### config.mk
export PLATFORM = sky130hd
export DESIGN_NAME = irq_timer
export DESIGN_NICKNAME = d
export VERILOG_FILES = /design/src/common/mm_ram_pkg.sv /design/src/hdl/irq_timer.sv
export VERILOG_INCLUDE_DIRS = /design/src /design/src/common
export SDC_FILE = /design/constraint.sdc
export NUM_CORES = 1
export LEC_CHECK = 0
export ABC_CLOCK_PERIOD_IN_PS = 2500
export BUFFER_PORTS_ARGS = -buffer_cell sky130_fd_sc_hd__buf_2
export CAP_MARGIN = 20
export CORE_ASPECT_RATIO = 0.9
export CORE_MARGIN = 8
export CORE_UTILIZATION = 55
export CTS_BUF_LIST = sky130_fd_sc_hd__clkbuf_4 sky130_fd_sc_hd__clkbuf_8
export CTS_CLUSTER_SIZE = 30
export DETAILED_ROUTE_END_ITERATION = 12
export PLACE_DENSITY = 0.78
export SYNTH_ARGS = -nofsm -noshare
export SYNTH_HDL_FRONTEND = slang
export SYNTH_SLANG_ARGS = --single-unit
### constraint.sdc
create_clock -name clk_i -period 2.5 [get_ports clk_i]
set_clock_uncertainty 0.05 [all_clocks]
set_input_delay 0.75 -clock clk_i [delete_from_list [all_inputs] [get_ports clk_i]]
set_output_delay 0.75 -clock clk_i [all_outputs]
set_load 0.02 [all_outputs]
### src/common/mm_ram_config.svh
`ifndef MM_RAM_CONFIG_SVH
`define MM_RAM_CONFIG_SVH

// ------------------------------------------------------------
// memory geometry
// ------------------------------------------------------------

// byte address width of the RAM, 64 KiB
`define MM_RAM_ADDR_WIDTH 16
`define MM_INSTR_WIDTH 128
`define MM_DATA_WIDTH 32
// debug window is 2**14 bytes at the top of the RAM
`define MM_DBG_ADDR_WIDTH 14
`define MM_IRQ_WIDTH 32

// ------------------------------------------------------------
// pseudo peripheral map
// ------------------------------------------------------------

`define MM_ADDR_TESTSTATUS 32'h2000_0000
`define MM_ADDR_EXIT 32'h2000_0004
`define MM_ADDR_TIMERREG 32'h1500_0000
`define MM_ADDR_TIMERVAL 32'h1500_0004
`define MM_ADDR_DBG 32'h1500_0008
`define MM_ADDR_TICKS 32'h1500_1004

// values written to the test status register
`define MM_PASS_CODE 32'd123456789
`define MM_FAIL_CODE 32'd1

`endif
### src/common/mm_ram_pkg.sv
`include "mm_ram_config.svh"

package mm_ram_pkg;

    // ------------------------------------------------------------
    // bus structs seen by the core
    // ------------------------------------------------------------

    typedef struct packed {
        logic        req;
        logic [31:0] addr;
        logic        we;
        logic [3:0]  be;
        logic [31:0] wdata;
    } data_req_t;

    typedef struct packed {
        logic                     gnt;
        logic                     rvalid;
        logic [`MM_DATA_WIDTH-1:0] rdata;
    } data_rsp_t;

    typedef struct packed {
        logic        req;
        logic [31:0] addr;
    } instr_req_t;

    typedef struct packed {
        logic                       gnt;
        logic                       rvalid;
        logic [`MM_INSTR_WIDTH-1:0] rdata;
    } instr_rsp_t;

    // ------------------------------------------------------------
    // internal decode results
    // ------------------------------------------------------------

    typedef struct packed {
        logic                          en;
        logic [`MM_RAM_ADDR_WIDTH-1:0] addr;
        logic                          we;
        logic [3:0]                    be;
        logic [`MM_DATA_WIDTH-1:0]     wdata;
    } ram_port_t;

    // one write strobe per pseudo peripheral register
    typedef struct packed {
        logic        status;
        logic        exit;
        logic        timer_mask;
        logic        timer_val;
        logic        dbg;
        logic        ticks_clear;
        logic [31:0] wdata;
    } periph_wr_t;

    typedef enum logic [1:0] {
        SEL_RAM,
        SEL_TICKS,
        SEL_ERR
    } rd_sel_e;

    // first RAM byte of the debug window
    localparam logic [`MM_RAM_ADDR_WIDTH-1:0] DBG_RAM_BASE =
        {`MM_RAM_ADDR_WIDTH{1'b1}} << `MM_DBG_ADDR_WIDTH;

    function automatic logic in_dbg_window(input logic [31:0] addr,
                                           input logic [31:0] halt_addr);
        logic [31:0] offset;
        offset = addr - halt_addr;
        return (addr >= halt_addr) && (offset < (32'd1 << `MM_DBG_ADDR_WIDTH));
    endfunction

    // debug window folds onto the RAM top, everything else keeps its low bits
    function automatic logic [`MM_RAM_ADDR_WIDTH-1:0] ram_addr_map(
        input logic [31:0] addr,
        input logic [31:0] halt_addr
    );
        logic [31:0] offset;
        offset = addr - halt_addr;
        if (in_dbg_window(addr, halt_addr)) begin
            return DBG_RAM_BASE + offset[`MM_RAM_ADDR_WIDTH-1:0];
        end
        return addr[`MM_RAM_ADDR_WIDTH-1:0];
    endfunction

endpackage

### src/hdl/irq_timer.sv
`timescale 1ns/1ps
`include "mm_ram_config.svh"

module irq_timer import mm_ram_pkg::*; (
    input  logic                     clk_i,
    input  logic                     rst_ni,
    input  periph_wr_t               periph_wr_i,
    input  logic [4:0]               irq_id_i,
    input  logic                     irq_ack_i,
    output logic [`MM_IRQ_WIDTH-1:0] irq_o
);

    logic [`MM_IRQ_WIDTH-1:0] mask_q;
    logic [31:0]              cnt_q;

    always_ff @(posedge clk_i or negedge rst_ni) begin
        if (!rst_ni) begin
            mask_q <= '0;
            cnt_q  <= '0;
            irq_o  <= '0;
        end else begin
            if (periph_wr_i.timer_mask) begin
                mask_q <= periph_wr_i.wdata;
            end

            // a new value restarts the countdown
            if (periph_wr_i.timer_val) begin
                cnt_q <= periph_wr_i.wdata;
            end else if (cnt_q != '0) begin
                cnt_q <= cnt_q - 32'd1;
            end

            // expiry beats an acknowledge in the same cycle
            if (cnt_q == 32'd1) begin
                irq_o <= mask_q;
            end else if (irq_ack_i) begin
                irq_o[irq_id_i] <= 1'b0;
            end
        end
    end

endmodule

======== Word-level counts from Yosys, hierarchy flattened ========
Cells that the tools add are included.
word-level totals
  input bits .............................. 46
  register bits after elaboration ......... 96
cells by class
  reductions and logical operators ........ 4
  multiplexer cells ....................... 6
  order comparisons ....................... 2
  $add $sub $neg .......................... 1
  bitwise operators ....................... 2
  eq/ne operators ......................... 1
operator list
  kind                     number
  $mux W32                 4
  $and A32 B32 Y32         1
  $eq A32 B1 Y1 const B    1
  $not A32 Y32             1
  $reduce_bool A32 Y1      1
  $sub A32 B1 Y32 const B  1
  $lt A5 B6 Y1 const B     1
  $demux W1 S5             1
  $ge A5 B1 Y1 const B     1
  $reduce_bool A2 Y1       2
  $logic_and A1 B1 Y1      1
  $mux W1                  1

======== Logic depth before layout (Yosys ltp) ========
  depth after elaboration ................. 8
  depth in mapped cells ................... 7
  gate-level depth less buffers ........... 6

======== Worst setup path after synthesis ========
Ideal clock, no wire load.
  kind .................................... register to register
  from .................................... register cnt_q[16]
  to ...................................... register cnt_q[23]
  data arrival time ....................... 1.842 ns
  stages on the path, launching flop included .. 7
  path buffers ............................ 2
  path slack .............................. 0.466 ns
  period minus slack after synthesis ...... 2.034 ns
  cell sequence ........................... dfrtp_1 > buf_2 > or4_1 > buf_2 > or3_1 > o41ai_1 > a22oi_1
on the way
  word-level cells in the longest chain between the ends .. 3
ends and longest elaborated chain
  what                    RTL line         source
  from (decl)             irq_timer.sv:14  logic [31:0] cnt_q;
  from (signal assigned)  irq_timer.sv:28  cnt_q <= periph_wr_i.wdata;
  from (signal assigned)  irq_timer.sv:30  cnt_q <= cnt_q - 32'd1;
  $sub A32 B1 Y32         irq_timer.sv:30
  $mux W32                irq_timer.sv:29  end else if (cnt_q != '0) begin
  $mux W32                irq_timer.sv:27  if (periph_wr_i.timer_val) begin
Parallel ways exist; a longest one is shown, timed or not. The select of a mux whose other input is x is not followed.
A chain may end at the register's enable or synchronous reset.

======== Worst setup path after layout ========
  from .................................... register cnt_q[3]
  to ...................................... register cnt_q[17]
The elaborated chain is that of the path after synthesis.

==> results by stage <==
Timing:
- In the finished design, the share of the clock period the worst path needs comes to 93.5%.
- The hold slack is 0.314 ns.
- The actual slew at the worst max-slew pin is 0.563 ns.
- The highest clock rate is 428 MHz.
- In the final timing run, aggregate negative setup slack is 0 ns.
- The worst max-slew margin expressed relative to the limit is 62.5%.
- The worst setup margin is 0.163 ns.
- The hold violation count in the final report is 0.
- Setup repair after global routing left no endpoint under its margin.
- Setup violations remaining at the end of the flow were counted as 0.
- The number of max-slew violations in the final report is 0.
- The worst path needs 2.34 ns of the cycle, external delays included.

Global route:
- The number of antenna violations at the first check in global routing was 0.
- The maximum number of pins on one net before global-route repair is 45.
- For this run, the total global-route usage over all layers was measured as 20.5%.
- For this run the aggregate overflow at the end of global routing stands at 0.
- The first global-routing pass estimated 19.7 mm of wire.
- The number of global-route vias before repair is 3909.

Routing:
- For this block, the routed nets add up to 12.3 mm of wire.
- The first-pass iteration count of the detailed router is 5.
- After the first detailed-routing iteration, the DRC count stood at 322.
- The per-cell routed wire length is 18.0 um.
- The number of remaining DRC errors is 0.
- The vias per cell is 5.83.
- The detail route stage leaves a number of antenna-violating nets equal to 0.
- Across all layers, the routed design uses 3985 vias.

Yosys:
- The number of distinct library cells after synthesis is 56.
- The share of flip-flops with an asynchronous set or reset is 100%.
- The mapped netlist covers 4820 sq um.
- Among all flip-flop cells after synthesis, the most frequent one is dfrtp_1.
- The share of synthesized area occupied by flip-flops and latches is 49.9%.
- The number of flip-flops and latches in the synthesized netlist is 96.
- The Yosys step of the flow raised 0 warnings.
- The average instance in the mapped netlist occupies 9.93 sq um.
- In this run, synthesis inferred 0 flip-flops with an integrated enable.
- The post-synth net total is 533.
- The post-synthesis instance total is 485.

Layout:
- The layout filler cell count is 677.
- The cell area after layout is 5550 sq um.
- The count of placed standard cells in the final layout, fillers left out is 683.
- The number of antenna diodes in the final layout is 0.
- The area added between synthesis and finish is 15.2%.
- At the end of the flow, the number of nets in the layout was 607.
- The share of layout cells above drive strength 1 is 22.2%.
- The most frequent standard cell in the layout excluding fill and tap cells is dfrtp_1.
- Leaving out fill and tap cells, the most frequent cells in the layout are dfrtp_1 (96), buf_2 (72), o21ai_0 (68).

Floorplan:
- The top-level I/O count is 78.
- The starting utilization of the core area is 56.5%.
- The row count is 32.
- The die footprint is 12000 sq um.
- The area of the core region is 8530 sq um.
- Measured along the y axis, the die boundary spans 105 um.
- Measured along the x axis, the die boundary spans 115 um.

Worst setup path:
- Together, buffers and inverters on the worst path number 1.
- The required time at the endpoint of the critical path is 2.67 ns.
- The critical path start-end classification is reg2reg.
- The highest-delay cell along the critical path is dfrtp_1.
- The worst stage delay on the critical path is 0.46 ns.
- The element type at the critical path end is a flip-flop.
- The kind of cell adding the most delay to the critical path is simple AND/OR/NAND/NOR gates.
- At the worst endpoint, the arrival time is 2.51 ns.
- The maximum net fanout on the critical path is 11.
- STA classifies the critical path startpoint as a flip-flop.
- The critical path goes through nor4_2 -> buf_4 -> and4_1 -> a211oi_1 -> a2111oi_0.

Pwr:
- For this design the ratio of total power to cell area is 668 nW/um^2.
- The worst ir drop on vdd is 0.000327 V.
- Summed over all cells, the static leakage comes to 2.70 nW.

Placed design:
- The number of buffer cells added on primary ports is 73.
- The worst slack after detailed placement is 0.165 ns.
- The HPWL after detailed placement is 9.12 mm.
- The placed instances occupy a cell area of 5340 sq um.
- Counting tap cells, the placed design contains a total of 665 instances.
- Routability-driven placement finished with a final weighted congestion of 0.930.

Clock tree:
- The number of CTS-inserted buffers is 9.
- The deepest clock path buffer count is 2.
- TritonCTS built the clock tree.
- After clock tree synthesis, the clock-pin slew on the worst setup and hold paths is 0.10 ns.
- The insertion delay of the later-clocked pin in the worst-skew pair is 0.36 ns.
- The level count of the clock H-tree is 3.
- The number of clock sinks is 96.
- The cell chosen for the clock root is clkbuf_8.

Outcome:
- The run finished with clean final reports.

Min path:
- The worst min-delay path category is in2async.

Run:
- Across the run, the number of max-cap violations was 0.
==> kinds of logic (layout without fill, tap and decap cells) <==
logic type,Yosys count,in the layout,share of synthesized area (%)
AOI/OAI and AO/OA,117,117,15.7
buffers and inverters,74,153,6.41
and+or+nand+nor,147,147,17.6
xor gates and xnor gates,13,13,2.36
DFF,96,96,49.9
muxes,36,36,7.58
adders and majority gates,2,2,0.519
==> registers in the layout, indices dropped and copies added, names as in the netlist <==
| name | count |
|---|---|
| cnt_q | 32 |
| irq_o | 32 |
| mask_q | 32 |
==> stage by stage <==
stage	total power [mW]	util (%)
global placement	2.68	62.6
floorplan	2.39	-
finish	3.71	65.1
CTS	3.72	64.9
detailed placement	2.72	62.6
global route	3.88	65.1
==> cell usage after synthesis, drive strengths merged, types with 5 or more instances <==
cell type	instances	area share (%)
dfrtp	96	50
mux2i	32	6.6
nand3b	5	0.78
nand4	7	1.2
a2111oi	8	1.6
o21ai	68	7.1
or3	5	0.65
nand2	56	4.4
buf	12	1.6
o31ai	7	1.1
a311oi	5	0.91
and4	6	1.1
xnor2	7	1.3
clkbuf	18	1.4
nand3	7	0.83
nor3	10	1.3
xor2	6	1.1
inv	44	3.4
nor4	13	2.6
nor2	19	1.5
==> power breakdown <==
part	internal, mW	leakage [nW]	switching, mW
clock	0.416	0.102	0.597
sequential	1.76	1.15	0.141
combinational	0.290	1.45	0.501
==> worst paths after layout <==
kind | endpoint | depth (start not counted) | start | slack (ns)
max in group asynchronous | cnt_q[5] | 2 | rst_ni | 1.42
worst min register to register | mask_q[19] | 1 | mask_q[19] | 0.48
worst max register to register | cnt_q[17] | 5 | cnt_q[3] | 0.16
min in group clk_i | mask_q[19] | 1 | mask_q[19] | 0.48
worst max-delay path | cnt_q[17] | 5 | cnt_q[3] | 0.16
worst min-delay path | cnt_q[21] | 1 | rst_ni | 0.31
==> routing by layer <==
layer	share of wire [%]	vias to the layer above	wire, um	track usage (%)
met1	45	1948	5580	27.3
met4	1.7	0	212	7.69
met3	6.1	22	747	3.97
li1	-	1883	-	-
met2	47	132	5760	32.3
met5	0	-	0	0
==> repair_timing <==
action                                  CTS  global route
hold buffers                              0             0
gates resized for setup                   0             1
endpoints found under the setup margin    0            12
setup buffers                             0             2
==> area by class of cell <==
cell class	count	area, sq um	area share [%]
clock buffers	10	138	2.48
flip-flops and latches	96	2400	43.3
clock inverters	6	57.6	1.04
inverters	44	165	2.98
well taps	119	149	2.68
repair buffers	93	531	9.56
multi-input cells	315	2110	38.0
(Power assumes the default switching activity.)
