==> src/common/mm_ram_config.svh <==
`ifndef MM_RAM_CONFIG_SVH
`define MM_RAM_CONFIG_SVH

// ------------------------------------------------------------
// memory geometry
// ------------------------------------------------------------

// byte address width of the RAM, 64 KiB
`define MM_RAM_ADDR_WIDTH 16
`define MM_INSTR_WIDTH 128
`define MM_DATA_WIDTH 32
// debug window is 2**14 bytes at the top of the RAM
`define MM_DBG_ADDR_WIDTH 14
`define MM_IRQ_WIDTH 32

// ------------------------------------------------------------
// pseudo peripheral map
// ------------------------------------------------------------

`define MM_ADDR_TESTSTATUS 32'h2000_0000
`define MM_ADDR_EXIT 32'h2000_0004
`define MM_ADDR_TIMERREG 32'h1500_0000
`define MM_ADDR_TIMERVAL 32'h1500_0004
`define MM_ADDR_DBG 32'h1500_0008
`define MM_ADDR_TICKS 32'h1500_1004

// values written to the test status register
`define MM_PASS_CODE 32'd123456789
`define MM_FAIL_CODE 32'd1

`endif
==> src/common/mm_ram_pkg.sv <==
`include "mm_ram_config.svh"

package mm_ram_pkg;

    // ------------------------------------------------------------
    // bus structs seen by the core
    // ------------------------------------------------------------

    typedef struct packed {
        logic        req;
        logic [31:0] addr;
        logic        we;
        logic [3:0]  be;
        logic [31:0] wdata;
    } data_req_t;

    typedef struct packed {
        logic                     gnt;
        logic                     rvalid;
        logic [`MM_DATA_WIDTH-1:0] rdata;
    } data_rsp_t;

    typedef struct packed {
        logic        req;
        logic [31:0] addr;
    } instr_req_t;

    typedef struct packed {
        logic                       gnt;
        logic                       rvalid;
        logic [`MM_INSTR_WIDTH-1:0] rdata;
    } instr_rsp_t;

    // ------------------------------------------------------------
    // internal decode results
    // ------------------------------------------------------------

    typedef struct packed {
        logic                          en;
        logic [`MM_RAM_ADDR_WIDTH-1:0] addr;
        logic                          we;
        logic [3:0]                    be;
        logic [`MM_DATA_WIDTH-1:0]     wdata;
    } ram_port_t;

    // one write strobe per pseudo peripheral register
    typedef struct packed {
        logic        status;
        logic        exit;
        logic        timer_mask;
        logic        timer_val;
        logic        dbg;
        logic        ticks_clear;
        logic [31:0] wdata;
    } periph_wr_t;

    typedef enum logic [1:0] {
        SEL_RAM,
        SEL_TICKS,
        SEL_ERR
    } rd_sel_e;

    // first RAM byte of the debug window
    localparam logic [`MM_RAM_ADDR_WIDTH-1:0] DBG_RAM_BASE =
        {`MM_RAM_ADDR_WIDTH{1'b1}} << `MM_DBG_ADDR_WIDTH;

    function automatic logic in_dbg_window(input logic [31:0] addr,
                                           input logic [31:0] halt_addr);
        logic [31:0] offset;
        offset = addr - halt_addr;
        return (addr >= halt_addr) && (offset < (32'd1 << `MM_DBG_ADDR_WIDTH));
    endfunction

    // debug window folds onto the RAM top, everything else keeps its low bits
    function automatic logic [`MM_RAM_ADDR_WIDTH-1:0] ram_addr_map(
        input logic [31:0] addr,
        input logic [31:0] halt_addr
    );
        logic [31:0] offset;
        offset = addr - halt_addr;
        if (in_dbg_window(addr, halt_addr)) begin
            return DBG_RAM_BASE + offset[`MM_RAM_ADDR_WIDTH-1:0];
        end
        return addr[`MM_RAM_ADDR_WIDTH-1:0];
    endfunction

endpackage

==> src/hdl/debug_req_gen.sv <==
`timescale 1ns/1ps
`include "mm_ram_config.svh"

module debug_req_gen import mm_ram_pkg::*; (
    input  logic       clk_i,
    input  logic       rst_ni,
    input  periph_wr_t periph_wr_i,
    output logic       debug_req_o
);

    // ------------------------------------------------------------
    // control word
    //   [31]    level to drive
    //   [30]    pulse mode, back to the inverse after the duration
    //   [28:16] duration, 0 reads as 1
    //   [14:0]  start delay, 0 reads as 1
    // ------------------------------------------------------------

    logic [14:0] start_cnt_q;
    logic [12:0] dur_cnt_q;
    logic        value_q;
    logic        busy;
    logic [14:0] start_val;
    logic [12:0] dur_val;

    assign busy      = (start_cnt_q != '0) || (dur_cnt_q != '0);
    assign start_val = (periph_wr_i.wdata[14:0] == '0) ? 15'd1 : periph_wr_i.wdata[14:0];
    assign dur_val   = (periph_wr_i.wdata[28:16] == '0) ? 13'd1 : periph_wr_i.wdata[28:16];

    always_ff @(posedge clk_i or negedge rst_ni) begin
        if (!rst_ni) begin
            start_cnt_q <= '0;
            dur_cnt_q   <= '0;
            value_q     <= 1'b0;
            debug_req_o <= 1'b0;
        end else if (periph_wr_i.dbg && !busy) begin
            start_cnt_q <= start_val;
            value_q     <= periph_wr_i.wdata[31];
            // level mode has no duration phase
            dur_cnt_q   <= periph_wr_i.wdata[30] ? dur_val : 13'd0;
        end else if (start_cnt_q != '0) begin
            start_cnt_q <= start_cnt_q - 15'd1;
            if (start_cnt_q == 15'd1) begin
                debug_req_o <= value_q;
            end
        end else if (dur_cnt_q != '0) begin
            dur_cnt_q <= dur_cnt_q - 13'd1;
            if (dur_cnt_q == 13'd1) begin
                debug_req_o <= !value_q;
            end
        end
    end

endmodule

==> config.mk <==
export PLATFORM = sky130hd
export DESIGN_NAME = debug_req_gen
export DESIGN_NICKNAME = d
export VERILOG_FILES = /design/src/common/mm_ram_pkg.sv /design/src/hdl/debug_req_gen.sv
export VERILOG_INCLUDE_DIRS = /design/src /design/src/common
export SDC_FILE = /design/constraint.sdc
export NUM_CORES = 1
export LEC_CHECK = 0
export BUFFER_PORTS_ARGS = -buffer_cell sky130_fd_sc_hd__buf_2
export CORE_MARGIN = 4
export CORE_UTILIZATION = 44
export CTS_CLUSTER_SIZE = 40
export DETAILED_ROUTE_END_ITERATION = 8
export GPL_TIMING_DRIVEN = 0
export MAX_ROUTING_LAYER = met4
export PLACE_DENSITY = 0.65
export SLEW_MARGIN = 20
export SYNTH_ARGS = -nofsm -noshare
export SYNTH_HDL_FRONTEND = slang
export SYNTH_SLANG_ARGS = --single-unit
==> constraint.sdc <==
create_clock -name clk_i -period 2.58 [get_ports clk_i]
set_clock_uncertainty 0.2 [all_clocks]
set_input_delay 0 -clock clk_i [delete_from_list [all_inputs] [get_ports clk_i]]
set_output_delay 0 -clock clk_i [all_outputs]
set_load 0.01 [all_outputs]
Word level (Yosys, flattened, before mapping)
Cells that the tools add are included.
{"block": "op_classes", "reduce_logical": 14, "muxes": 12, "n_addsub": 2, "n_bitwise": 1, "n_eq_ne": 4}
{"op": "13-bit two-way mux", "n": 5}
{"op": "15-bit two-way mux", "n": 3}
{"op": "15-bit by 1-bit equality test with 1-bit output (second input constant)", "n": 1}
{"op": "15-bit logical NOT", "n": 1}
{"op": "15-bit nonzero test", "n": 1}
{"op": "15-bit by 1-bit subtractor with 15-bit output (second input constant)", "n": 1}
{"op": "13-bit by 1-bit equality test with 1-bit output (second input constant)", "n": 1}
{"op": "13-bit logical NOT", "n": 1}
{"op": "13-bit nonzero test", "n": 1}
{"op": "13-bit by 1-bit subtractor with 13-bit output (second input constant)", "n": 1}
{"op": "2-bit nonzero test", "n": 4}
{"op": "1-bit two-way mux", "n": 4}
{"op": "2-bit by 1-bit inequality test with 1-bit output (second input constant)", "n": 2}
{"op": "4-bit AND reduction", "n": 1}
{"op": "1-bit logical NOT", "n": 2}
{"op": "2-bit AND reduction", "n": 1}
{"op": "1-bit logical AND", "n": 1}
{"op": "1-bit logical OR", "n": 1}
{"op": "1-bit NOT", "n": 1}
{"block": "word_totals", "inputBits": 40, "reg_bits": 30, "out_inout_bits": 1}

Logic depth before layout (Yosys ltp)
{"block": "depth", "ltp_word": 6, "ltp_mapped": 8, "ltp_nobuf": 7}

Worst setup path after synthesis
Ideal clock, no wire load.
{"block": "synth_timing", "path_kind": "reg-to-reg", "start": "register start_cnt_q[0]", "end": "register dur_cnt_q[11]", "path_buffers": 0, "required_time_ns": 2.298, "arrival_time_ns": 1.877, "stages_incl_launch_ff": 8, "path_slack_ns": 0.421, "setup_time_ns": 0.082, "cell_sequence": "dfrtp_1 -> inv_1 -> ha_1 -> nor4b_4 -> nand4_4 -> a31oi_1 -> a21oi_1 -> a31oi_1"}
{"block": "synth_between", "elab_chain_len": 6, "word_cells_on_any_way": 8, "classes_between": "1 x eq/ne; 1 x mux; 6 x reduce/logical"}
{"item": "start, declared", "line_no": "debug_req_gen.sv:19", "source": "logic [14:0] start_cnt_q;"}
{"item": "start signal, assigned", "line_no": "debug_req_gen.sv:37", "source": "start_cnt_q <= start_val;"}
{"item": "start signal, assigned", "line_no": "debug_req_gen.sv:42", "source": "start_cnt_q <= start_cnt_q - 15'd1;"}
{"item": "15-bit nonzero test (*)", "line_no": "debug_req_gen.sv:26, debug_req_gen.sv:41"}
{"item": "1-bit logical OR", "line_no": "debug_req_gen.sv:26", "source": "assign busy = (start_cnt_q != '0) || (dur_cnt_q != '0);"}
{"item": "1-bit logical NOT", "line_no": "debug_req_gen.sv:36", "source": "end else if (periph_wr_i.dbg && !busy) begin"}
{"item": "1-bit logical AND", "line_no": "debug_req_gen.sv:36"}
{"item": "2-bit by 1-bit inequality test with 1-bit output (no line) or 2-bit nonzero test (tied branches)"}
{"item": "2-bit AND reduction (no line)"}
{"item": "end signal, assigned", "line_no": "debug_req_gen.sv:40", "source": "dur_cnt_q <= periph_wr_i.wdata[30] ? dur_val : 13'd0;"}
{"item": "end signal, assigned", "line_no": "debug_req_gen.sv:47", "source": "dur_cnt_q <= dur_cnt_q - 13'd1;"}
{"item": "end, declared", "line_no": "debug_req_gen.sv:20", "source": "logic [12:0] dur_cnt_q;"}
Every way passes the cells marked *; elsewhere a longest branch is shown, timed or not.
A chain may end at the register's enable or synchronous reset.

Worst setup path after layout
{"block": "layout_timing", "start": "register start_cnt_q[0]", "end": "register dur_cnt_q[1]"}
The elaborated chain is that of the path after synthesis.

==> impl_metrics.py <==
metrics = {
    "worst_setup_path": {
        "r2r_start": "start_cnt_q[0]",
        "criticalPathCategory": "flip-flop to flip-flop",
        "path_cells": "inv_1 -> ha_1 -> nor4b_4 -> nand4_4 -> nor2_4 -> mux2_2 -> mux2i_1",
        "cp.arrival_ns": 2.43,
        "cpPeakStageDelay_ns": 0.42,
        "slowest_stage": "dfrtp_1",
        "cp_max_fo": 10,
        "cp-startpoint": "start_cnt_q[0]",
        "cp.required_ns": 2.59,
        "cp-start-kind": "flip-flop",
        "worstSetupEndpointType": "flip-flop",
    },
    "finish": {
        "fillers": 433,
        "fin_area_sq_um": 2880,
        "fin_cells": 389,
        "num-nets-final": 368,
        "diodes": 0,
        "drive_above_1_share": 0.2081,
        "syn2layout_area_growth_pct": 30.94,
    },
    "detailed_routing": {
        "dr.pass1.iters": 4,
        "via_per_inst": 5.730,
        "drc_errors": 0,
        "vias": 2229,
        "drt_iter0_drc": 140,
        "wire_per_inst_um": 16.76,
        "wl_mm": 6.519,
        "postRouteAntennaNets": 0,
    },
    "timing": {
        "period_needed_ns": 2.424,
        "hold_violations": 0,
        "layout_setup_ws_ns": 0.1562,
        "finalSetupTns_ns": 0,
        "grt_setup_unrepaired": "no",
        "slew_headroom": 0.5201,
        "tightest_slew_ns": 0.7199,
        "hold_ws_ns": 0.09757,
        "fmax_mhz": 412.6,
        "finalCritPeriodShare": 0.9395,
        "slew_violations": 0,
        "finalSetupViolCount": 0,
    },
    "cts": {
        "htree_levels": 2,
        "clk_pin_slew_worst_paths_ns": 0.07,
        "cts_tree": "yes",
        "cts_buffer_depth": 2,
        "clock-sinks": 30,
        "cts_root_buf": "clkbuf_8",
        "insertion_delay_ns": 0.29,
        "cts_buffers": 5,
    },
    "logic_synthesis": {
        "syn_area_sq_um": 2200,
        "synthCells": 249,
        "synth-seq-cells": 30,
        "ys_warn_count": 0,
        "syn_nets": 295,
        "async_reset_ff_frac": 1.000,
        "synth_edf_count": 0,
        "syn_area_per_cell_sq_um": 8.834,
        "synthFlopType": "dfrtp_1",
        "seq_area_frac_synth": 0.3413,
        "yosysUniqueCellTypes": 46,
    },
    "global_route": {
        "grt_pass1_vias": 2165,
        "grt_usage": 0.2285,
        "grt_pass1_wl_mm": 10.58,
        "grt_max_degree": 31,
        "antenna_found_initial": 0,
        "grt.overflow.total": 0,
    },
    "floorplan": {
        "coreArea_sq_um": 4786,
        "ios": 41,
        "die_area_sq_um": 6194,
        "fp-row-count": 25,
        "die_x_um": 78.71,
        "initial_core_util": 0.4596,
        "die_h_um": 78.71,
    },
    "placement": {
        "io_buffers": 33,
        "pre_cts_slack_ns": -0.03599,
        "dp_cells": 349,
        "postPlaceCellArea_sq_um": 2449,
        "gp_congestion": 0.8728,
        "hpwl_mm": 4.312,
    },
    "job": {
        "maxCapViolCount": 0,
    },
    "power_and_ir_drop": {
        "peakVddDrop_v": 0.0002420,
        "leakage_nw": 1.167,
        "powerDensity_nw_per_um2": 329.9,
    },
    "hold_path": {
        "hp-class": "primary input to async pin",
    },
    "run_status": {
        "status": "completed",
    },
}
[cells in the final DEF, fill, tap and decap left out, types with 2 or more instances in the layout]
cell,instances
ha_1,6
mux2_2,2
inv_1,7
or3_1,4
nor2_4,2
o21ai_1,18
nand4_4,2
a21oi_1,18
xnor2_1,9
nor3_1,12
nor2_1,15
nor4b_4,3
nand2_1,31
dfrtp_1,30
dlygate4sd3_1,32
nor4_4,3
o22ai_1,2
clkbuf_8,5
a31oi_1,7
clkbuf_1,5
buf_4,3
nor4_1,11
and4_1,3
a211oi_1,2
xor2_1,2
o21bai_1,3
buf_6,4
buf_2,36
nand3_1,12
mux2i_1,3
o21ai_0,7
a32o_1,2
nand4_1,4
[power by group]
part | total, mW | switching (mW) | internal, mW
clock network | 0.372 | 0.186 | 0.186
logic | 0.103 | 0.0441 | 0.0593
registers | 0.475 | 0.00324 | 0.472
total | 0.950 | 0.233 | 0.717
[Yosys cell counts, drive strengths merged, types with 6 or more instances]
cell	number	area (sq um)
inv	7	26.28
nand4	6	67.56
nor2	17	78.82
nand3	13	70.07
ha	6	75.07
a31oi	8	50.05
nor3	12	60.06
a21oi	18	90.09
buf	7	60.05
o21ai	25	125.1
dfrtp	30	750.7
nor4	14	132.6
xnor2	9	78.83
nand2	31	116.4
[registers in the layout, indices dropped and copies added (netlist names)]
signal	cells
value_q	1
dur_cnt_q	13
start_cnt_q	15
debug_req_o	1
[stage by stage]
stage	total power [mW]	util
2_1_floorplan	0.4982	-
3_3_place_gp	0.5429	0.5116
3_5_place_dp	0.5429	0.5116
4_1_cts	0.9438	0.5958
5_1_grt	0.9839	0.6018
6_report	0.9501	0.6018
[worst max-delay path: cells and delay by family, from the launching register on]
| kind | cells | cell delay [ns] |
|---|---|---|
| mux | 2 | 0.49 |
| fa+ha+maj | 1 | 0.24 |
| buf+inv | 1 | 0.13 |
| flops | 1 | 0.42 |
| simple gates | 3 | 0.87 |
[path summary, 6_finish.rpt]
check                                   to  slack (ns)  cells past startpoint
min in group clk_i                 value_q        0.26                      4
min reg2reg                 start_cnt_q[0]        0.32                      1
min                        start_cnt_q[14]         0.1                      2
max                           dur_cnt_q[1]        0.16                      7
max reg2reg                   dur_cnt_q[1]        0.16                      7
max in group asynchronous     dur_cnt_q[1]        1.61                      2
[kinds of logic (layout without fill, tap and decap cells)]
family,after synthesis,after routing,synth area share
AND/OR/NAND/NOR,111,111,0.3271
AO/OA/AOI/OAI,67,67,0.1820
flip-flops,30,30,0.3413
buffers and inverters,19,92,0.04778
XOR/XNOR,11,11,0.04380
adder cells (fa/ha/maj),6,6,0.03413
multiplexers,5,5,0.02389
[metal layers]
| layer | track usage | wire [um] | vias up |
|---|---|---|---|
| met5 | - | 0 | - |
| li1 | - | - | 1070 |
| met4 | 0.08916 | 179 | 0 |
| met1 | 0.2894 | 2779 | 1053 |
| met2 | 0.3667 | 3152 | 86 |
| met3 | 0.03741 | 408 | 20 |
[area by class of cell]
cell class                      count  area [sq um]  area share
Buffer                             11         78.83     0.02737
Inverter                            7         26.28    0.009123
Tap cell                           67         83.83     0.02911
Sequential cell                    30         750.7      0.2606
Clock buffer                        7         76.32     0.02650
Multi-Input combinational cell    200          1364      0.4735
Timing Repair Buffer               67         500.5      0.1738
[what timing repair did]
action                                  in CTS  in global routing
hold endpoints to repair                    59                  0
hold buffers                                32                  0
endpoints found under the setup margin       3                  9
pin swaps                                    0                  1
buffers inserted                             0                  2
gates resized for setup                      1                  7
No activity file was read; power rests on OpenSTA's default activity.
