### config.mk
export PLATFORM = sky130hd
export DESIGN_NAME = mm_addr_decode
export DESIGN_NICKNAME = d
export VERILOG_FILES = /design/src/common/mm_ram_pkg.sv /design/src/hdl/mm_addr_decode.sv
export VERILOG_INCLUDE_DIRS = /design/src /design/src/common
export SDC_FILE = /design/constraint.sdc
export NUM_CORES = 1
export LEC_CHECK = 0
export ABC_CLOCK_PERIOD_IN_PS = 6300
export BUFFER_PORTS_ARGS = -buffer_cell sky130_fd_sc_hd__buf_4
export CORE_MARGIN = 8
export CORE_UTILIZATION = 30
export DETAILED_ROUTE_END_ITERATION = 16
export PLACE_DENSITY = 0.69
export SLEW_MARGIN = 5
export SYNTH_ARGS = -nofsm -noshare
export SYNTH_HDL_FRONTEND = slang
export SYNTH_SLANG_ARGS = --single-unit
export TNS_END_PERCENT = 30
### constraint.sdc
create_clock -name vclk -period 6.3
set_input_delay 0.63 -clock vclk [all_inputs]
set_output_delay 0.63 -clock vclk [all_outputs]
set_load 0.02 [all_outputs]
### src/common/mm_ram_config.svh
`ifndef MM_RAM_CONFIG_SVH
`define MM_RAM_CONFIG_SVH

// ------------------------------------------------------------
// memory geometry
// ------------------------------------------------------------

// byte address width of the RAM, 64 KiB
`define MM_RAM_ADDR_WIDTH 16
`define MM_INSTR_WIDTH 128
`define MM_DATA_WIDTH 32
// debug window is 2**14 bytes at the top of the RAM
`define MM_DBG_ADDR_WIDTH 14
`define MM_IRQ_WIDTH 32

// ------------------------------------------------------------
// pseudo peripheral map
// ------------------------------------------------------------

`define MM_ADDR_TESTSTATUS 32'h2000_0000
`define MM_ADDR_EXIT 32'h2000_0004
`define MM_ADDR_TIMERREG 32'h1500_0000
`define MM_ADDR_TIMERVAL 32'h1500_0004
`define MM_ADDR_DBG 32'h1500_0008
`define MM_ADDR_TICKS 32'h1500_1004

// values written to the test status register
`define MM_PASS_CODE 32'd123456789
`define MM_FAIL_CODE 32'd1

`endif
### src/common/mm_ram_pkg.sv
`include "mm_ram_config.svh"

package mm_ram_pkg;

    // ------------------------------------------------------------
    // bus structs seen by the core
    // ------------------------------------------------------------

    typedef struct packed {
        logic        req;
        logic [31:0] addr;
        logic        we;
        logic [3:0]  be;
        logic [31:0] wdata;
    } data_req_t;

    typedef struct packed {
        logic                     gnt;
        logic                     rvalid;
        logic [`MM_DATA_WIDTH-1:0] rdata;
    } data_rsp_t;

    typedef struct packed {
        logic        req;
        logic [31:0] addr;
    } instr_req_t;

    typedef struct packed {
        logic                       gnt;
        logic                       rvalid;
        logic [`MM_INSTR_WIDTH-1:0] rdata;
    } instr_rsp_t;

    // ------------------------------------------------------------
    // internal decode results
    // ------------------------------------------------------------

    typedef struct packed {
        logic                          en;
        logic [`MM_RAM_ADDR_WIDTH-1:0] addr;
        logic                          we;
        logic [3:0]                    be;
        logic [`MM_DATA_WIDTH-1:0]     wdata;
    } ram_port_t;

    // one write strobe per pseudo peripheral register
    typedef struct packed {
        logic        status;
        logic        exit;
        logic        timer_mask;
        logic        timer_val;
        logic        dbg;
        logic        ticks_clear;
        logic [31:0] wdata;
    } periph_wr_t;

    typedef enum logic [1:0] {
        SEL_RAM,
        SEL_TICKS,
        SEL_ERR
    } rd_sel_e;

    // first RAM byte of the debug window
    localparam logic [`MM_RAM_ADDR_WIDTH-1:0] DBG_RAM_BASE =
        {`MM_RAM_ADDR_WIDTH{1'b1}} << `MM_DBG_ADDR_WIDTH;

    function automatic logic in_dbg_window(input logic [31:0] addr,
                                           input logic [31:0] halt_addr);
        logic [31:0] offset;
        offset = addr - halt_addr;
        return (addr >= halt_addr) && (offset < (32'd1 << `MM_DBG_ADDR_WIDTH));
    endfunction

    // debug window folds onto the RAM top, everything else keeps its low bits
    function automatic logic [`MM_RAM_ADDR_WIDTH-1:0] ram_addr_map(
        input logic [31:0] addr,
        input logic [31:0] halt_addr
    );
        logic [31:0] offset;
        offset = addr - halt_addr;
        if (in_dbg_window(addr, halt_addr)) begin
            return DBG_RAM_BASE + offset[`MM_RAM_ADDR_WIDTH-1:0];
        end
        return addr[`MM_RAM_ADDR_WIDTH-1:0];
    endfunction

endpackage

### src/hdl/mm_addr_decode.sv
`timescale 1ns/1ps
`include "mm_ram_config.svh"

module mm_addr_decode import mm_ram_pkg::*; (
    input  logic        clk_i,
    input  logic        rst_ni,
    input  data_req_t   data_req_i,
    input  logic [31:0] dm_halt_addr_i,
    output ram_port_t   ram_o,
    output periph_wr_t  periph_wr_o,
    output rd_sel_e     rd_sel_o
);

    logic                          is_ram;
    logic                          is_dbg;
    logic                          is_periph;
    logic                          wr;
    logic [`MM_RAM_ADDR_WIDTH-1:0] ram_addr;

    // ------------------------------------------------------------
    // address classification
    // ------------------------------------------------------------

    assign is_dbg = in_dbg_window(data_req_i.addr, dm_halt_addr_i);
    assign is_ram = (data_req_i.addr[31:`MM_RAM_ADDR_WIDTH] == '0) || is_dbg;

    assign is_periph = (data_req_i.addr == `MM_ADDR_TESTSTATUS) ||
                       (data_req_i.addr == `MM_ADDR_EXIT) ||
                       (data_req_i.addr == `MM_ADDR_TIMERREG) ||
                       (data_req_i.addr == `MM_ADDR_TIMERVAL) ||
                       (data_req_i.addr == `MM_ADDR_DBG) ||
                       (data_req_i.addr == `MM_ADDR_TICKS);

    assign ram_addr = ram_addr_map(data_req_i.addr, dm_halt_addr_i);

    // ------------------------------------------------------------
    // RAM port B
    // ------------------------------------------------------------

    // word aligned, lanes picked by the byte enables
    assign ram_o.en    = data_req_i.req && is_ram;
    assign ram_o.addr  = {ram_addr[`MM_RAM_ADDR_WIDTH-1:2], 2'b00};
    assign ram_o.we    = data_req_i.we;
    assign ram_o.be    = data_req_i.be;
    assign ram_o.wdata = data_req_i.wdata;

    // ------------------------------------------------------------
    // peripheral write strobes
    // ------------------------------------------------------------

    // a RAM hit wins if the debug window overlaps a register address
    assign wr = data_req_i.req && data_req_i.we && !is_ram;

    assign periph_wr_o.status      = wr && (data_req_i.addr == `MM_ADDR_TESTSTATUS);
    assign periph_wr_o.exit        = wr && (data_req_i.addr == `MM_ADDR_EXIT);
    assign periph_wr_o.timer_mask  = wr && (data_req_i.addr == `MM_ADDR_TIMERREG);
    assign periph_wr_o.timer_val   = wr && (data_req_i.addr == `MM_ADDR_TIMERVAL);
    assign periph_wr_o.dbg         = wr && (data_req_i.addr == `MM_ADDR_DBG);
    assign periph_wr_o.ticks_clear = wr && (data_req_i.addr == `MM_ADDR_TICKS);
    assign periph_wr_o.wdata       = data_req_i.wdata;

    // read source, sampled by the response registers
    always_comb begin
        if (is_ram) begin
            rd_sel_o = SEL_RAM;
        end else if (data_req_i.addr == `MM_ADDR_TICKS) begin
            rd_sel_o = SEL_TICKS;
        end else begin
            rd_sel_o = SEL_ERR;
        end
    end

    // the core must never store outside the RAM and the register map
    a_no_unmapped_write: assert property (
        @(posedge clk_i) disable iff (!rst_ni)
        data_req_i.req && data_req_i.we |-> is_ram || is_periph
    ) else $error("write to unmapped address %08x", data_req_i.addr);

endmodule

# Word level (Yosys, flattened, before mapping)
# Index checks and enable logic that the tools add are counted.
# word_totals
in_bits	104
elab_cells	28
out_inout_bits	94
regBits	0
# op_classes
muxes	5
eq_ne	6
add_sub_neg	2
n_reduce_logical	13
n_lt_le_gt_ge	2
# op_table
op	count
32-bit by 29-bit equality test with 1-bit output, second input constant	4
32-bit by 30-bit equality test with 1-bit output, second input constant	2
32-bit >= comparator	1
32-bit by 15-bit less-than comparator with 1-bit output, second input constant	1
16-bit 2-to-1 mux	2
32-bit subtractor	1
16-bit adder, first input constant	1
16-bit zero test	1
1-bit logical AND	10
2-bit 2-to-1 mux	2
1-bit zero test	1
1-bit logical OR	1
1-bit 2-to-1 mux	1

# Logic depth before layout (Yosys ltp)
# Gate-level depths: netlist of run 1.
# depth
word_depth	7
mapped_depth	20
depth_no_buf	19

# Worst setup path after synthesis of run 1
# OpenSTA, ideal clock, no wires.
# synth_timing
kind	input to output
start	in dm_halt_addr_i[4]
end	out ram_o[52] in the netlist's numbering
required_time_ns	5.670
n_path_buf	1
slack_ns	1.183
arrival_time_ns	4.487
cell_stages	20
cell_sequence	inv_1 ha_1 and3_1 o21ai_1 nand3_1 a41o_1 a21oi_1 o21bai_1 xnor2_1 ha_1 o221ai_1 a211oi_1 o2111ai_1 nor3_1 nand4_1 nor4_1 nand4b_1 nor4_4 buf_6 mux2i_1
# synth_lines
item	line_no	source
start, declared	mm_addr_decode.sv:8	input logic [31:0] dm_halt_addr_i,
end, declared	mm_addr_decode.sv:9	output ram_port_t ram_o,

==> metrics.cfg, run 1 <==
[timing]
final-setup-viol-count = 0
achievable_frequency_mhz = 172
finalMaxSlewViolations = 0
timing.hold.ws_ns = 1.26
worstMarginPinSlew_ns = 0.763
layout_worst_path_cycle_share = 0.925
slew_headroom = 0.487
timing_hold_violations_final = 0
timing.final.crit_period_ns = 5.83
final.setup.tns_ns = 0
rsz0062_at_grt = no
post-route-worst-setup-slack_ns = 0.472

[logic_synthesis]
synth.area.mux_share = 0.0838
synth-compound-area-share = 0.238
simple_gate_fraction_of_synth_area = 0.243
mapped_cells = 442
seq_area_frac_synth = 0
synth_xor_area_frac = 0.0458
synthesis.yosys.warnings = 0
synthesis.area_per_instance_um2 = 6.92
synth_top_family_by_area = buffers and inverters
synth_cell_types = 59
synth.cell_area_mm2 = 0.00306
synth_adder_area_share = 0.135

[route]
dr_wl_met2_um = 4490
post-route-drc-count = 0
drtIter0Drc = 119
detail_route.wirelength_um = 8980
routed_wire_length_per_instance_um = 15.3
met3_wirelength_um = 556
drt.antenna.violating_nets = 0
drt_pass1_iterations = 6
highest_layer = met4
detail_route.vias_per_cell = 5.09
dr_total_vias = 2990
detail_route.wirelength.met1_um = 3870

[floorplan]
floorplan.die_area_mm2 = 0.0137
die_width_um = 117
num_rows = 37
io_pins = 198
initial_core_util = 0.303
die_h_um = 117
core_area_mm2 = 0.0101

[grt]
wire_length_of_the_first_global_routing_pass_um = 13800
vias_in_the_first_global_route = 2958
grt_remaining_overflow = 0
antenna_violations_before_repair = 0
grt_max_degree = 23
track_usage = 0.121

[placement]
portBuffers = 90
place.gp.congestion = 0.866
place_hpwl_um = 7930
post-place-ws_ns = 0.525

[pwr]
power.ir.vdd_worst_v = 0.0000225
power.leakage_nw = 1.57
powerDensity_mw_per_mm2 = 84.3

[clock_tree]
cts_hold_buffers = 0
cts_post_setup_buffers_inserted = 0
postCtsResizedCells = 0

[critical_path]
cp-end-kind = output pin
worst-setup-path-type = in2out
worstPathRequired_ns = 5.67
critical_path_arrival_ns = 5.20
critPathMaxFanout = 22
crit_path_launch_type = input pin

[finish]
flops_and_latches = 0
num-nets-final = 591
regArea_um2 = 0
areaGrowthSynthToFinish_pct = 9.04
fraction_of_layout_cells_with_a_size_suffix_above_1 = 0.259
multiInputGateArea_mm2 = 0.00229
antenna_diode_instance_count = 0
n_clock_buffer = 0
filler_cell_count = 1134

[run_status]
status = completed

[hold_path]
path_class_of_the_lowest_slack_min_delay_path = in2out

[run]
maxCapViolCount = 0

[layout by cell type, fill, tap and decap left out, drive strengths merged, types with 4 or more instances in the layout]
cell      n
nor4     10
xnor2     9
buf      93
nand3     9
a211oi    7
nor2     22
a31oi     7
ha       33
a21o     11
nand4    12
mux2i     5
o21ai    16
nor3     13
mux2     15
xor2      7
o21a      5
and3      6
nor2b     8
a21oi    28
nand2b    7
o2111ai   4
inv      44
o21bai    6
nand2    34
[through the flow]
step	instance area, µm²	cells	total power, W	util
after global placement	3340	588	0.000279	0.331
final	3340	588	0.000281	0.331
after detailed placement	3340	588	0.000280	0.331
after floorplan	3060	443	0.000253	-
after global routing	3340	588	0.000311	0.331
after CTS	3340	588	0.000282	0.331
[synth_stat cells (2+ instances only)]
master	n	area, µm²
sky130_fd_sc_hd__xor2_1	7	61.3
sky130_fd_sc_hd__inv_1	44	165
sky130_fd_sc_hd__nand4b_1	3	26.3
sky130_fd_sc_hd__a211oi_1	5	37.5
sky130_fd_sc_hd__and3_1	6	37.5
sky130_fd_sc_hd__nor2b_1	8	50.1
sky130_fd_sc_hd__nor4_1	9	56.3
sky130_fd_sc_hd__o21bai_1	6	45.0
sky130_fd_sc_hd__nand2_1	34	128
sky130_fd_sc_hd__o21a_1	5	37.5
sky130_fd_sc_hd__mux2_2	4	45.0
sky130_fd_sc_hd__a211oi_2	2	25.0
sky130_fd_sc_hd__and2_1	2	12.5
sky130_fd_sc_hd__o21ai_0	15	75.1
sky130_fd_sc_hd__o211ai_1	3	22.5
sky130_fd_sc_hd__buf_6	2	22.5
sky130_fd_sc_hd__a21o_1	11	82.6
sky130_fd_sc_hd__xnor2_1	9	78.8
sky130_fd_sc_hd__o22ai_1	2	12.5
sky130_fd_sc_hd__a311oi_1	2	17.5
sky130_fd_sc_hd__a31oi_1	6	37.5
sky130_fd_sc_hd__nand4_1	12	75.1
sky130_fd_sc_hd__nand2b_1	7	43.8
sky130_fd_sc_hd__clkbuf_1	10	37.5
sky130_fd_sc_hd__ha_1	33	413
sky130_fd_sc_hd__and4_2	2	20.0
sky130_fd_sc_hd__or3_1	2	12.5
sky130_fd_sc_hd__nand3_1	9	45.0
sky130_fd_sc_hd__a21oi_1	28	140
sky130_fd_sc_hd__o31ai_1	3	22.5
sky130_fd_sc_hd__mux2_4	10	150
sky130_fd_sc_hd__nor2_1	22	82.6
sky130_fd_sc_hd__or4_1	3	22.5
sky130_fd_sc_hd__nor4b_1	2	17.5
sky130_fd_sc_hd__o2111ai_1	4	35.0
sky130_fd_sc_hd__mux2i_1	5	50.1
sky130_fd_sc_hd__buf_4	71	533
sky130_fd_sc_hd__nor3_1	13	65.1
[worst paths after layout]
path / startpoint / to / slack [ns] / depth (start not counted)
worst min-delay path: data_req_i[22] / periph_wr_o[22] / 1.26 / 0
worst max-delay path: data_req_i[40] / ram_o[51] / 0.47 / 21
[power breakdown]
group,leakage [nW],internal (W),switching [W],total [W]
logic,1.57,0.000127,0.000154,0.000281
clock network,0,0,0,0
registers,0,0,0,0
total,1.57,0.000127,0.000154,0.000281
[layout make-up]
class	count	area share
multi-input combinational	315	0.686
inverter	44	0.0495
timing repair buffer	93	0.213
tap	136	0.0510
[cells by family (layout without fill, tap and decap cells)]
family,Yosys count,after routing
adder cells (fa/ha/maj),33,33
multiplexers,20,20
AO/OA/AOI/OAI,106,106
buffers and inverters,128,137
other,1,2
XOR/XNOR,16,16
AND/OR/NAND/NOR,138,138
[worst max-delay path, cell delays in order]
cell,delay [ns]
sky130_fd_sc_hd__buf_4,0.13
sky130_fd_sc_hd__ha_1,0.36
sky130_fd_sc_hd__and3_1,0.22
sky130_fd_sc_hd__o21ai_1,0.17
sky130_fd_sc_hd__nand3_1,0.16
sky130_fd_sc_hd__a41o_1,0.28
sky130_fd_sc_hd__a21oi_1,0.24
sky130_fd_sc_hd__o21bai_1,0.14
sky130_fd_sc_hd__xnor2_1,0.16
sky130_fd_sc_hd__ha_1,0.21
sky130_fd_sc_hd__o221ai_1,0.12
sky130_fd_sc_hd__a211oi_1,0.31
sky130_fd_sc_hd__o2111ai_1,0.17
sky130_fd_sc_hd__nor3_1,0.26
sky130_fd_sc_hd__nand4_1,0.18
sky130_fd_sc_hd__nor4_1,0.29
sky130_fd_sc_hd__nand4b_1,0.19
sky130_fd_sc_hd__nor4_4,0.21
sky130_fd_sc_hd__buf_12,0.22
sky130_fd_sc_hd__mux2_1,0.35
sky130_fd_sc_hd__buf_4,0.16
[layer usage]
| metal | track usage | vias up |
|---|---|---|
| met5 | 0 | - |
| met1 | 0.146 | 1369 |
| li1 | - | 1538 |
| met3 | 0.0180 | 10 |
| met4 | 0.0137 | 0 |
| met2 | 0.227 | 73 |
Power figures use the tool's default switching activity.
==> inputs of run 2 (changes only) <==
ABC_AREA = 1   (was unset)
CORE_UTILIZATION = 34   (was 30)
GPL_ROUTABILITY_DRIVEN = 0   (was unset)
PLACE_DENSITY = 0.73   (was 0.69)
==> run 2 against run 1 <==
Synthesized area rose by 19%. Total power up 12%. Synthesized cell count rose by 63%. Combinational power up 11%. Cell count increased by 48%. Global-route usage increased by 1.2 points. Critical path depth shrank 2. Hold slack unchanged. Final area up 18%. Flip-flop and latch count unchanged. Largest cell class unchanged.
==> metrics.cfg, run 2 <==
[critical_path]
crit_path_launch_type = input pin
setup.worst_path.start = data_req_i[49]
cp-end-kind = output pin
worst-setup-path-type = in2out
critPathMaxFanout = 32  ; +45%
critical_path_arrival_ns = 3.73  ; -1.47 ns
worstPathRequired_ns = 5.67  ; about the same

[route]
dr_total_vias = 3886  ; +30%
post-route-drc-count = 0  ; unchanged
drt.antenna.violating_nets = 0  ; unchanged
detail_route.vias_per_cell = 4.45  ; -12%
routed_wire_length_per_instance_um = 11.3  ; -26%
drtIter0Drc = 189  ; +59%
detail_route.wirelength_um = 9900  ; +10%
drt_pass1_iterations = 4  ; -2

[floorplan]
die_width_um = 119  ; +2.1%
die_h_um = 119  ; +2.1%
num_rows = 37  ; unchanged
initial_core_util = 0.351  ; +0.0480
io_pins = 198  ; unchanged
core_area_mm2 = 0.0104  ; +2.8%
floorplan.die_area_mm2 = 0.0143  ; +4.3%

[grt]
grt_max_degree = 33  ; +43%
vias_in_the_first_global_route = 3767  ; +27%
track_usage = 0.133  ; +0.0116
wire_length_of_the_first_global_routing_pass_um = 16700  ; +21%
grt_remaining_overflow = 0  ; unchanged
antenna_violations_before_repair = 0  ; unchanged

[pwr]
power.leakage_nw = 2.53  ; +61%
powerDensity_mw_per_mm2 = 79.9  ; -5.2%
power.ir.vdd_worst_v = 0.0000309  ; +38%
totalPowerFinal_w = 0.000313  ; +12%

[logic_synthesis]
post_synth_most_frequent_cells = 257 x sky130_fd_sc_hd__nand2_1, 166 x sky130_fd_sc_hd__inv_1, 71 x sky130_fd_sc_hd__buf_4
synth_largest_type_area_fraction = 0.265  ; +0.0907
synthesis.area_per_instance_um2 = 5.06  ; -27%
synth.cell_area_mm2 = 0.00364  ; +19%
synthTopCellsByArea = sky130_fd_sc_hd__nand2_1 26%, sky130_fd_sc_hd__inv_1 17%, sky130_fd_sc_hd__buf_4 15%
seq_area_frac_synth = 0  ; unchanged
synth_cell_types = 27  ; -54%
synthesis.yosys.warnings = 0  ; unchanged
post-synth-top-count-cell = sky130_fd_sc_hd__nand2_1
mapped_cells = 720  ; +63%
netlist.top_cell.by_area = sky130_fd_sc_hd__nand2_1

[finish]
fraction_of_layout_cells_with_a_size_suffix_above_1 = 0.161  ; -0.0974
areaGrowthSynthToFinish_pct = 7.77
antenna_diode_instance_count = 0  ; unchanged
num-nets-final = 876  ; +48%
regArea_um2 = 0  ; unchanged
final_common_cell = sky130_fd_sc_hd__nand2_1
flops_and_latches = 0  ; unchanged
layout_common_cells = 257 x sky130_fd_sc_hd__nand2_1, 166 x sky130_fd_sc_hd__inv_1, 90 x sky130_fd_sc_hd__buf_4
n_clock_buffer = 0  ; unchanged

[timing]
timing.final.crit_period_ns = 4.36  ; -1.47 ns
achievable_frequency_mhz = 229  ; +34%
rsz0062_at_grt = no
worstMarginPinSlew_ns = 0.820  ; +0.0571 ns
final-setup-viol-count = 0  ; unchanged
layout_worst_path_cycle_share = 0.692  ; -0.233
final.setup.tns_ns = 0  ; unchanged
timing_hold_violations_final = 0  ; unchanged
finalMaxSlewViolations = 0  ; unchanged
post-route-worst-setup-slack_ns = 1.94  ; +1.47 ns
slew_headroom = 0.446  ; -0.0411

[hold_path]
worstHoldStart = data_req_i[5]
path_class_of_the_lowest_slack_min_delay_path = in2out

[clock_tree]
postCtsResizedCells = 0  ; unchanged
cts_post_setup_buffers_inserted = 0  ; unchanged
cts_hold_buffers = 0  ; unchanged

[run_status]
status = completed

[placement]
portBuffers = 90  ; unchanged
place_hpwl_um = 8870  ; +12%
post-place-ws_ns = 1.91  ; +1.38 ns

[run]
maxCapViolCount = 0  ; unchanged

-- run 2: changes by cell type after synthesis, sizes merged, moves of 6 or more --
cell / change
nand2: +228
a21oi: -9
mux2: -15
a211oi: -7
nor2b: -8
a31oi: -7
nand3: +30
nor2: +37
clkbuf: -10
inv: +122
a21o: -11
nand4: -6
nand2b: -7
-- run 2: final cells by class --
type	count	area (µm²)
Fill cell	1213	6450
Multi-Input combinational cell	481	2450
Inverter	166	623
Timing Repair Buffer	90	676
Tap cell	136	170
-- run 2: kinds of logic after synthesis --
family	synth area share
simple gates	0.447
buf+inv	0.327
compound gates	0.0708
fa+ha+maj	0.113
xor+xnor	0.0409
other cells	0.00103
-- run 2: path summary, 6_finish.rpt --
kind,to,slack [ns],cells after the start
worst max-delay path,periph_wr_o[37],1.94,19
worst min-delay path,periph_wr_o[5],1.26,0
-- run 2: critical path, stage by stage --
cell	delay (ns)
sky130_fd_sc_hd__buf_4	0.13
sky130_fd_sc_hd__ha_1	0.37
sky130_fd_sc_hd__nand2_1	0.14
sky130_fd_sc_hd__inv_1	0.05
sky130_fd_sc_hd__nand2_1	0.06
sky130_fd_sc_hd__nand2_1	0.07
sky130_fd_sc_hd__a21oi_1	0.15
sky130_fd_sc_hd__nand2_2	0.10
sky130_fd_sc_hd__xor2_1	0.18
sky130_fd_sc_hd__inv_1	0.07
sky130_fd_sc_hd__ha_1	0.13
sky130_fd_sc_hd__nand2_1	0.05
sky130_fd_sc_hd__nor2_1	0.11
sky130_fd_sc_hd__nand3_1	0.09
sky130_fd_sc_hd__nor2_1	0.11
sky130_fd_sc_hd__nand3_2	0.60
sky130_fd_sc_hd__nand3_1	0.42
sky130_fd_sc_hd__nor2_1	0.08
sky130_fd_sc_hd__buf_4	0.16
-- run 2: through the flow --
| stage | util | cell area (µm²) | hold slack (ns) | std cells |
|---|---|---|---|---|
| finish | 0.378 | 3920 | 1.26 | 873 |
| global route | 0.378 | 3920 | 1.26 | 873 |
| CTS | 0.378 | 3920 | 1.26 | 873 |
| detailed placement | 0.378 | 3920 | 1.26 | 873 |
| global placement | 0.378 | 3920 | 1.26 | 873 |
| floorplan | - | 3640 | 1.37 | 721 |
-- run 2: power breakdown --
group | internal [W] | switching, W
clock | 0 | 0
combinational | 0.000124 | 0.000189
sequential | 0 | 0
-- run 2: metal layers --
metal	GRT usage	wire, µm
met5	0	0
met4	0.0187	133
met3	0.0179	688
met2	0.241	4570
met1	0.166	4510
==> inputs of run 3 (changes only) <==
ABC_CLOCK_PERIOD_IN_PS = 4400   (was 6300)
clock period = 4.4 ns   (was 6.3 ns; I/O delays follow)
==> run 3 against run 2 <==
Critical path depth up 1. Die area unchanged. Highest routed layer unchanged. Non-clock buffer count increased by 1. Critical path type unchanged. First-iteration DRC count down 28%. Largest cell class unchanged.
==> metrics.cfg, run 3 (synthesized netlist as in run 2, its figures left out) <==
[critical_path]
max_stage_delay_ns = 0.38  ; -0.22 ns
cp_slowest_cell = sky130_fd_sc_hd__ha_1
cp-end-kind = output pin
worstPathCellList = buf_4 > ha_1 > nand2_1 > nor2_1 > inv_1 > nor2_1 > nand2_1 > nand2_2 > xor2_1 > inv_1 > ha_1 > nand2_1 > nor2_1 > nand3_1 > nor2_1 > nand3_2 > buf_4 > nand2_1 > o21ai_2 > buf_4
buf_inv_stages_crit_path = 5  ; +1
timing.critical_path.max_delay_family = simple AND/OR/NAND/NOR gates
worstPathRequired_ns = 3.96  ; -1.71 ns
worst-setup-path-type = in2out
critical_path_arrival_ns = 3.23  ; -0.50 ns
critPathMaxFanout = 22  ; -31%
crit_path_launch_type = input pin

[timing]
worstMarginPinSlew_ns = 0.783  ; -0.0371 ns
slew_headroom = 0.471  ; +0.0251
achievable_frequency_mhz = 272
final-setup-viol-count = 0  ; unchanged
post-route-worst-setup-slack_ns = 0.728  ; -1.21 ns
final.setup.tns_ns = 0  ; unchanged
layout_worst_path_cycle_share = 0.835
rsz0062_at_grt = no
timing_hold_violations_final = 0  ; unchanged
finalMaxSlewViolations = 0  ; unchanged
timing.final.crit_period_ns = 3.67

[finish]
final_cell_count_without_fillers = 874  ; +0.11%
layout_common_cells = 257 x sky130_fd_sc_hd__nand2_1, 166 x sky130_fd_sc_hd__inv_1, 91 x sky130_fd_sc_hd__buf_4
flops_and_latches = 0  ; unchanged
final_common_cell = sky130_fd_sc_hd__nand2_1
areaGrowthSynthToFinish_pct = 7.97
regArea_um2 = 0  ; unchanged
num-nets-final = 877  ; +0.11%
n_clock_buffer = 0  ; unchanged
antenna_diode_instance_count = 0  ; unchanged
fraction_of_layout_cells_with_a_size_suffix_above_1 = 0.163  ; +0.00114
filler_cell_count = 1248  ; +2.9%

[pwr]
power.ir.vdd_worst_v = 0.0000451  ; +46%
totalPowerFinal_w = 0.000449  ; +43%
power.leakage_nw = 2.54  ; +0.16%
powerDensity_mw_per_mm2 = 114  ; +43%

[run]
maxCapViolCount = 0  ; unchanged

[clock_tree]
postCtsResizedCells = 0  ; unchanged
cts_post_setup_buffers_inserted = 0  ; unchanged
cts_hold_buffers = 0  ; unchanged

[route]
detail_route.wirelength_um = 9950  ; +0.51%
drt.antenna.violating_nets = 0  ; unchanged
drtIter0Drc = 137  ; -28%
post-route-drc-count = 0  ; unchanged
detail_route.vias_per_cell = 4.42  ; -0.81%
drt_pass1_iterations = 4  ; unchanged
dr_total_vias = 3859  ; -0.69%
routed_wire_length_per_instance_um = 11.4  ; +0.39%

[placement]
place_hpwl_um = 9010  ; +1.6%
portBuffers = 90  ; unchanged
placed_cells_incl_taps = 874  ; +0.11%
post-place-ws_ns = 0.711  ; -1.19 ns

[hold_path]
path_class_of_the_lowest_slack_min_delay_path = in2out
cell_depth_of_the_worst_min_delay_path = 0  ; unchanged
min_delay_worst_endpoint = periph_wr_o[5]
worstHoldStart = data_req_i[5]

[floorplan]
num_rows = 37  ; unchanged
core_area_mm2 = 0.0104  ; unchanged
initial_core_util = 0.351  ; unchanged
die_width_um = 119  ; unchanged
floorplan.die_area_mm2 = 0.0143  ; unchanged
die_h_um = 119  ; unchanged
io_pins = 198  ; unchanged

[grt]
grt_max_degree = 23  ; -30%
wire_length_of_the_first_global_routing_pass_um = 16700  ; +0.33%
grt_remaining_overflow = 0  ; unchanged
antenna_violations_before_repair = 0  ; unchanged
track_usage = 0.135  ; +0.00197
vias_in_the_first_global_route = 3699  ; -1.8%

[run_status]
status = completed

-- run 3: final cells by class --
| type | instances | area [µm²] | share of cell area |
|---|---|---|---|
| inverters | 166 | 623 | 0.158 |
| multi-input cells | 481 | 2450 | 0.624 |
| well taps | 136 | 170 | 0.0433 |
| repair buffers | 91 | 683 | 0.174 |
-- run 3: routing by layer --
layer	vias to the layer above	wire (µm)	global-route usage
met5	-	0	0
met2	110	4620	0.245
met4	0	82	0.0141
li1	2119	-	-
met1	1619	4550	0.170
met3	11	696	0.0175
-- run 3: power breakdown --
group | total, W | switching, W | internal [W] | leakage (nW)
logic | 0.000449 | 0.000270 | 0.000178 | 2.54
clock network | 0 | 0 | 0 | 0
registers | 0 | 0 | 0 | 0
total | 0.000449 | 0.000270 | 0.000178 | 2.54
-- run 3: metrics by stage --
stage | hold slack [ns] | cell area (µm²) | utilization
detailed placement | 0.880 | 3930 | 0.379
CTS | 0.880 | 3930 | 0.379
floorplan | 0.993 | 3640 | -
global placement | 0.880 | 3930 | 0.379
global route | 0.880 | 3930 | 0.379
finish | 0.880 | 3930 | 0.379
-- run 3: worst max-delay path by stage --
stage	end	cells after the start	from	slack, ns
finish	ram_o[47]	20	data_req_i[49]	0.73
global route	ram_o[43]	20	data_req_i[49]	0.38
CTS	ram_o[42]	20	data_req_i[49]	0.70
detailed placement	ram_o[42]	20	data_req_i[49]	0.71
global placement	ram_o[51]	19	data_req_i[43]	0.74
floorplan	rd_sel_o[1]	19	dm_halt_addr_i[5]	1.39
